[src/design/apple1_ctrl_pkg.sv]
// control side definitions: clock enable, status byte, tape dac
// status byte bit positions follow the menu option order
// bits not listed are stored but have no function
package apple1_ctrl_pkg;

	localparam int CPU_CLKEN_DIV = 56;  // sys_clock cycles per cpu enable
	localparam int CLKEN_CNT_W   = $clog2(CPU_CLKEN_DIV);
	localparam int DAC_W         = 16;  // sigma-delta input width

	typedef logic [CLKEN_CNT_W-1:0] clken_cnt_t;
	typedef logic [DAC_W-1:0]       dac_word_t;

	localparam clken_cnt_t CLKEN_LAST = clken_cnt_t'(CPU_CLKEN_DIV - 1);

	// raw status byte as written over cfg strobe
	typedef logic [7:0] cfg_byte_t;

	localparam int CFG_MON_TAPE_BIT   = 3;  // audio monitor select
	localparam int CFG_MENU_RESET_BIT = 6;  // menu reset entry

	// decoded status
	typedef struct packed {
		logic menu_reset;    // active high
		logic mon_tape_out;  // 1 tape out, 0 tape in
	} cfg_t;

endpackage

[src/design/apple1_clken.sv]
// cpu phase-2 clock enable from sys_clock
// one pulse every CPU_CLKEN_DIV cycles, output registered
// counter held at zero through core reset, first pulse comes
// CPU_CLKEN_DIV cycles after core reset drops
module apple1_clken (
	input  logic sys_clock,
	input  logic arst_n_i,
	input  logic core_reset_i,
	output logic cpu_clken_o
);
	import apple1_ctrl_pkg::*;

	clken_cnt_t cnt_q;    // position inside one cpu cycle
	logic       cnt_last;

	assign cnt_last = (cnt_q == CLKEN_LAST);

	always_ff @(posedge sys_clock or negedge arst_n_i) begin
		if (!arst_n_i) begin
			cnt_q <= '0;
		end else if (core_reset_i) begin
			cnt_q <= '0;  // restart with the core
		end else if (cnt_last) begin
			cnt_q <= '0;  // wrap
		end else begin
			cnt_q <= cnt_q + 1'b1;
		end
	end

	// enable lands one cycle after the last count
	always_ff @(posedge sys_clock or negedge arst_n_i) begin
		if (!arst_n_i) begin
			cpu_clken_o <= 1'b0;
		end else begin
			cpu_clken_o <= cnt_last & ~core_reset_i;
		end
	end

endmodule

[config.mk]
export PLATFORM = sky130hd
export DESIGN_NAME = apple1_clken
export DESIGN_NICKNAME = d
export VERILOG_FILES = /design/src/design/apple1_ctrl_pkg.sv /design/src/design/apple1_clken.sv
export SDC_FILE = /design/constraint.sdc
export NUM_CORES = 1
export LEC_CHECK = 0
export ABC_AREA = 1
export BUFFER_PORTS_ARGS = -buffer_cell sky130_fd_sc_hd__buf_4
export CORE_AREA = 2 2 39 41
export DETAILED_ROUTE_END_ITERATION = 8
export DIE_AREA = 0 0 41 43
export GPL_ROUTABILITY_DRIVEN = 0
export GPL_TIMING_DRIVEN = 0
export PLACE_DENSITY = 0.51
export SLEW_MARGIN = 20
export SYNTH_ARGS = -nofsm -noshare
export SYNTH_HDL_FRONTEND = slang
export SYNTH_SLANG_ARGS = --single-unit
[constraint.sdc]
create_clock -name sys_clock -period 1.3 [get_ports sys_clock]
set_input_delay 0.13 -clock sys_clock [delete_from_list [all_inputs] [get_ports sys_clock]]
set_output_delay 0.13 -clock sys_clock [all_outputs]
set_load 0.005 [all_outputs]
* Yosys cells after proc, flatten, opt, wreduce, memory -nomap -nowiden
Cells that the tools add are included.
Storage, ports and cells: register bits 7, input bits 3, output and inout port bits 1
Cells by class: add/subtract/negate cells 1, equal/unequal tests 1, multiplexer cells 2, bitwise logic cells 2
Operator list (count):
- 2-to-1 mux 6 bit | 2
- adder 6 x 1 -> 6 bit, second input constant | 1
- == test 6 bit, second input constant | 1
- bitwise AND 1 bit | 1
- NOT 1 bit | 1

* Longest topological paths before layout
Gate-level depths: netlist (run 1).
depth in word-level cells 3, mapped depth 6

* Worst setup path before layout (run 1)
Ideal clock, no wire load.
path type register to register, from reg cnt_q[0], to reg cnt_q[3], arrival 0.961 ns, required time 1.229 ns, setup slack 0.268 ns, stages on the path, launching flop included 7, buffers on the path 0, clock period less this slack 1.032 ns, cell sequence dfrtp_1 ha_1 nand2_2 inv_1 nand3_2 nand2_2 nor2_1
Between the ends: word-level cells in the longest chain between the ends 3
Ends and longest elaborated chain:
- start, declared | line apple1_clken.sv:13 | clken_cnt_t cnt_q;
- start signal, assigned | line apple1_clken.sv:26 | cnt_q <= cnt_q + 1'b1;
- adder 6 x 1 -> 6 bit or == test 6 bit (tied branches) | line apple1_clken.sv:26, apple1_clken.sv:16
- 2-to-1 mux 6 bit * | line apple1_clken.sv:23 | end else if (cnt_last) begin
- 2-to-1 mux 6 bit * | line apple1_clken.sv:21 | end else if (core_reset_i) begin
Every way passes the cells marked *; elsewhere a longest branch is shown, timed or not.

* Worst setup path in the final report (run 1)
Ends and elaborated chain as after synthesis.

==> run_results.csv, run 1 <==
group,metric,value,unit
outcome,status,"finished clean",
power_and_ir_drop,p_clk_frac,0.448,
power_and_ir_drop,power_density,1150,nW/µm²
power_and_ir_drop,vdd_drop_max,408,µV
clock_tree,htree_num_levels,1,
timing,period_needed,1.12,ns
timing,setup_ws,0.179,ns
synthesis,syn_area,332,µm²
clock_tree,ctsHoldBuffers,1,
grt,grt_pass1_wl,1060,µm
final_layout,final_util,0.297,
worst_setup_path,critPathLaunch,"cnt_q[0]",
synthesis,ys_seq_area_frac,0.528,
grt,grt_pass1_vias,251,
worst_setup_path,critPathLaunchType,"flip-flop",
power_and_ir_drop,p_sw_frac,0.246,
power_and_ir_drop,p_int,0.356,mW
clock_tree,cts_buffers,3,
timing,max_freq,0.892,GHz
flow_run,drv_cap,0,
hold_path,hold_class,"input pin to flip-flop",
synthesis,ys.flop_type,"dfrtp_1",
route,wl_met2,258,µm
timing,relSlewSlack,0.894,
route,drtIter0Drc,3,
clock_tree,clock-sinks,7,
route,wl_per_cell,9.52,µm
floorplanning,pin_count,4,
worst_setup_path,worstPathArrival,1.31,ns
worst_setup_path,crit_type,"flip-flop to flip-flop",
worst_setup_path,end_kind,"flip-flop",
synthesis,synth-seq-cells,7,
synthesis,synth_edf_count,0,
final_layout,diodes,0,
clock_tree,cts_tree,"yes",
final_layout,syn_to_final_growth,23.8,%
route,routed_wl,571,µm
worst_setup_path,worstReg2RegStart,"cnt_q[0]",
timing,tns,0,ns
floorplanning,core,1380,µm²
route,antenna_left,0,
clock_tree,cts_setup_buffers,0,
synthesis,synth_nets,40,
synthesis,synthesis.instances,36,
route,vias,238,
timing,setup_viol,0,
worst_setup_path,r2r_slack,0.18,ns
grt,grt_antenna_before_repair,0,
worst_setup_path,cp.required,1.49,ns
grt,grt.total_usage,0.0992,
floorplanning,die_w,41,µm
worst_setup_path,endpoint,"cnt_q[3]",
grt,grt_start_max_net_pins,8,
floorplanning,dieArea,1760,µm²
timing,rsz0062_at_grt,"false",
floorplanning,fp-row-count,14,
power_and_ir_drop,power_switching,0.117,mW
timing,worst_pin_slew,0.158,ns
worst_setup_path,path_max_fanout,4,
timing,layout_worst_path_cycle_share,0.862,
route,highest_layer,"met4",
synthesis,synth_area_leader_cell,"dfrtp_1",
synthesis,syn_avg_cell_area,9.21,µm²
synthesis,synth.distinct_cells,15,
clock_tree,cts-root-buf,"clkbuf_4",
route,drt-vias-per-instance,3.97,
power_and_ir_drop,power_leakage,0.204,nW
synthesis,synthArstFlopShare,1.00,
synthesis,synth_commonest_cells,"7 x dfrtp_1, 7 x nor2_1, 5 x inv_1",
timing,slew_viol_final,0,
floorplanning,start_util,0.240,
clock_tree,clk_latency,0.26,ns
grt,grt_overflow_total,0,
timing,finalClockSkew,0.00777,ns
floorplanning,die_y,43,µm
timing,hold_violations,0,
synthesis,synthTopCellsByArea,"dfrtp_1 53%, nor2_1 7.9%, inv_1 5.7%, ha_1 3.8%, nand2_2 3.8%",
power_and_ir_drop,p_comb_frac,0.063,
synthesis,synth_top_area_frac,0.528,
route,firstDrtPassIters,4,
synthesis,yosys_warnings,0,
place,place_ws,0.177,ns
worst_setup_path,ff2ff_path_depth,6,
clock_tree,cts_resized,0,
power_and_ir_drop,p_total,0.473,mW
clock_tree,cts.clk_slew.worst_paths,0.06,ns
route,drc,0,
place,io_buffers,3,
route,met3_length,17,µm
final_layout,final_net_count,49,
power_and_ir_drop,power_frac_seq,0.489,
final_layout,drive_above_1_share,0.295,
clock_tree,clk_path_buf_depth,2,
worst_setup_path,r2r-end,"cnt_q[3]",
route,m1WireLength,266,µm
place,hpwl,430,µm
==> sequential cells by signal (all words and copies together) (netlist names) <==
signal,count
cpu_clken_o,1
cnt_q,6
==> cell type report <==
cell class / count / area, µm²
clock buffers: 4 / 26.3
fillers: 160 / 973
inverters: 6 / 22.5
multi-input cells: 23 / 134
flip-flops and latches: 7 / 175
well taps: 16 / 20.0
repair buffers: 4 / 32.5
==> logic make-up after synthesis <==
| logic type | share of synthesized area |
|---|---|
| XOR/XNOR | 0.0528 |
| AND/OR/NAND/NOR | 0.283 |
| AO/OA/AOI/OAI | 0.0302 |
| adder cells (fa/ha/maj) | 0.0377 |
| buffers and inverters | 0.0679 |
| flip-flops | 0.528 |
==> critical path, stage by stage (launching register included) <==
cell and delay (ns):
dfrtp_1 0.41, ha_1 0.23, nand2_2 0.09, inv_1 0.07, nand3_2 0.08, nand2_2 0.07
nor2_1 0.10
==> power by group through the flow <==
| stage | sequential [mW] | combinational [mW] | clock, mW |
|---|---|---|---|
| 6_report | 0.231 | 0.0300 | 0.212 |
| 5_1_grt | 0.232 | 0.0364 | 0.229 |
| 4_1_cts | 0.231 | 0.0309 | 0.218 |
| 3_5_place_dp | 0.235 | 0.0286 | 0 |
| 3_3_place_gp | 0.235 | 0.0282 | 0 |
| 2_1_floorplan | 0.234 | 0.0157 | 0 |
==> worst min-delay path by stage <==
stage,startpoint,end,slack [ns],cells past startpoint
after floorplan,arst_n_i,cnt_q[0],-0.17,0
after global routing,core_reset_i,cpu_clken_o,0.04,2
after global placement,arst_n_i,cnt_q[3],-0.05,1
after detailed placement,arst_n_i,cnt_q[3],-0.05,1
after CTS,core_reset_i,cnt_q[1],0.03,2
final,core_reset_i,cnt_q[1],0.03,2
==> stage by stage <==
stage / instance area (µm²) / instances / hold slack (ns)
after CTS: 410 / 60 / 0.0317
final: 410 / 60 / 0.0306
after detailed placement: 374 / 55 / -0.0474
after global routing: 410 / 60 / 0.0448
after floorplan: 332 / 36 / -0.166
after global placement: 374 / 55 / -0.0487
==> cells in the final DEF, fill, tap and decap left out <==
cell type      count
buf_4              3
nand2_2            2
nand2_1            3
nand3_1            2
o21ai_0            1
a21oi_1            1
dfrtp_1            7
clkbuf_4           3
clkbuf_1           1
nor2_1             7
inv_2              1
nor2_2             2
dlygate4sd3_1      1
nand3_2            1
xnor2_1            1
inv_1              5
xor2_1             1
ha_1               1
nor2_4             1
==> per-layer routing <==
layer,global-route usage,vias to the layer above
met4,0.120,0
li1,-,124
met3,0.0314,3
met1,0.112,105
met2,0.125,6
met5,0,-
Power figures use the tool's default switching activity.
==> run 2: changes to the inputs <==
Settings changed: GPL_TIMING_DRIVEN 0 to 1.
==> run 2 against run 1 <==
  * Sequential cell count did not move
  * Combinational power is essentially flat
  * Clock skew decreased by 0.0010 ns
  * Critical path type unchanged
  * Highest routed layer unchanged
==> run_results.csv, run 2 (synthesized netlist as in run 1, its figures left out) <==
group,metric,value,unit
clock_tree,cts-root-buf,"clkbuf_4",
hold_path,hold_path_end,"cnt_q[1]",
worst_setup_path,crit_family,"flip-flops",
clock_tree,cts_resized,0,
route,routed_wl,573,µm
route,drtIter0Drc,1,
floorplanning,core,1380,µm²
final_layout,largest_reg_flops,6,
final_layout,syn_to_final_growth,23.8,%
grt,grt_pass1_vias,248,
route,drc,0,
floorplanning,start_util,0.240,
route,drt-vias-per-instance,3.97,
worst_setup_path,crit_type,"flip-flop to flip-flop",
grt,grt_start_max_net_pins,8,
clock_tree,cts_tree,"yes",
final_layout,final_net_count,49,
floorplanning,pin_count,4,
final_layout,top_register,"cnt_q",
timing,tns,0,ns
power_and_ir_drop,vdd_drop_max,372,µV
timing,finalClockSkew,0.00675,ns
flow_run,drv_cap,0,
floorplanning,die_w,41,µm
route,wl_per_cell,9.55,µm
worst_setup_path,path_max_fanout,4,
worst_setup_path,worstPathArrival,1.32,ns
clock_tree,htree_num_levels,1,
place,hpwl,446,µm
timing,max_freq,0.879,GHz
worst_setup_path,r2r_slack,0.16,ns
power_and_ir_drop,power_density,1130,nW/µm²
worst_setup_path,critPathMaxStageDelay,0.41,ns
worst_setup_path,end_kind,"flip-flop",
clock_tree,cts.clk_slew.worst_paths,0.06,ns
worst_setup_path,ff2ff_path_depth,6,
clock_tree,cts_setup_buffers,0,
hold_path,holdPathStages,2,
grt,grt_antenna_before_repair,0,
floorplanning,die_y,43,µm
worst_setup_path,cp_slowest_cell,"dfrtp_1",
final_layout,drive_above_1_share,0.295,
final_layout,reg_top3,"cnt_q x6, cpu_clken_o x1",
grt,grt_overflow_total,0,
final_layout,diodes,0,
timing,hold_violations,0,
worst_setup_path,worstReg2RegStart,"cnt_q[0]",
clock_tree,cts_buffers,3,
place,io_buffers,3,
timing,worst_pin_slew,0.167,ns
final_layout,nFillCells,151,
floorplanning,dieArea,1760,µm²
worst_setup_path,path_cells,"ha_1 > nand2_2 > inv_1 > nand3_2 > nand3_1 > nor2_1",
grt,grt_pass1_wl,979,µm
timing,rsz0062_at_grt,"false",
route,vias,238,
clock_tree,clk_path_buf_depth,2,
route,firstDrtPassIters,2,
worst_setup_path,r2r-end,"cnt_q[5]",
outcome,status,"finished clean",
worst_setup_path,cp.required,1.48,ns
timing,setup_viol,0,
final_layout,mostFrequentLayoutCells,"7 x nor2_1, 7 x dfrtp_1, 5 x inv_1",
clock_tree,clock-sinks,7,
worst_setup_path,path_buf_inv,1,
hold_path,hold_class,"input pin to flip-flop",
floorplanning,fp-row-count,14,
timing,fin_hold_ws,0.0360,ns
clock_tree,ctsHoldBuffers,1,
power_and_ir_drop,power_leakage,0.204,nW
clock_tree,clk_latency,0.25,ns
timing,relSlewSlack,0.888,
worst_setup_path,critPathLaunchType,"flip-flop",
timing,period_needed,1.14,ns
hold_path,holdCritStartpoint,"core_reset_i",
timing,slew_viol_final,0,
route,antenna_left,0,
grt,grt.total_usage,0.0904,
timing,layout_worst_path_cycle_share,0.875,
run 2: cell counts in the layout (fill, tap and decap cells not counted):
Identical to the previous run, type by type.
run 2: per-layer routing:
layer / up-vias / share of wire / GRT usage
met4: 0 / 0.033 / 0.100
met2: 5 / 0.48 / 0.109
met5: - / 0 / 0
li1: 125 / - / -
met3: 2 / 0.028 / 0.0314
met1: 106 / 0.45 / 0.110
run 2: where the power goes:
| part | internal, mW | total [mW] | leakage [nW] | switching [mW] |
|---|---|---|---|---|
| sequential | 0.226 | 0.232 | 0.0952 | 0.00605 |
| combinational | 0.0131 | 0.0299 | 0.0938 | 0.0168 |
| clock | 0.117 | 0.201 | 0.0150 | 0.0839 |
| total | 0.356 | 0.463 | 0.204 | 0.107 |
run 2: worst register-to-register path, cell delays in order (launching register included):
cell and delay [ns]:
dfrtp_1 0.41, ha_1 0.24, nand2_2 0.09, inv_1 0.07
nand3_2 0.09, nand3_1 0.09, nor2_1 0.09
run 2: per-stage QoR:
stage | util | worst slack (ns) | std cells | total power [mW] | area (µm²)
global placement | 0.270 | 0.176 | 55 | 0.263 | 374
detailed placement | 0.270 | 0.154 | 55 | 0.264 | 374
floorplan | - | 0.268 | 36 | 0.249 | 332
CTS | 0.297 | 0.142 | 60 | 0.473 | 410
global route | 0.297 | 0.0652 | 60 | 0.490 | 410
finish | 0.297 | 0.162 | 60 | 0.463 | 410
run 2: worst max path at each step:
stage / startpoint / endpoint / slack [ns] / depth (start not counted)
CTS: cnt_q[0] / cnt_q[3] / 0.14 / 6
finish: cnt_q[0] / cnt_q[5] / 0.16 / 6
floorplan: cnt_q[0] / cnt_q[3] / 0.27 / 6
detailed placement: cnt_q[0] / cnt_q[3] / 0.15 / 6
global placement: cnt_q[0] / cnt_q[5] / 0.18 / 6
global route: cnt_q[0] / cnt_q[5] / 0.07 / 6
run 2: area by class of cell:
cell class | instances | area [µm²] | share of cell area
Clock buffer | 4 | 26.3 | 0.0640
Inverter | 6 | 22.5 | 0.0549
Multi-Input combinational cell | 23 | 134 | 0.326
Sequential cell | 7 | 175 | 0.427
Tap cell | 16 | 20.0 | 0.0488
Timing Repair Buffer | 4 | 32.5 | 0.0793
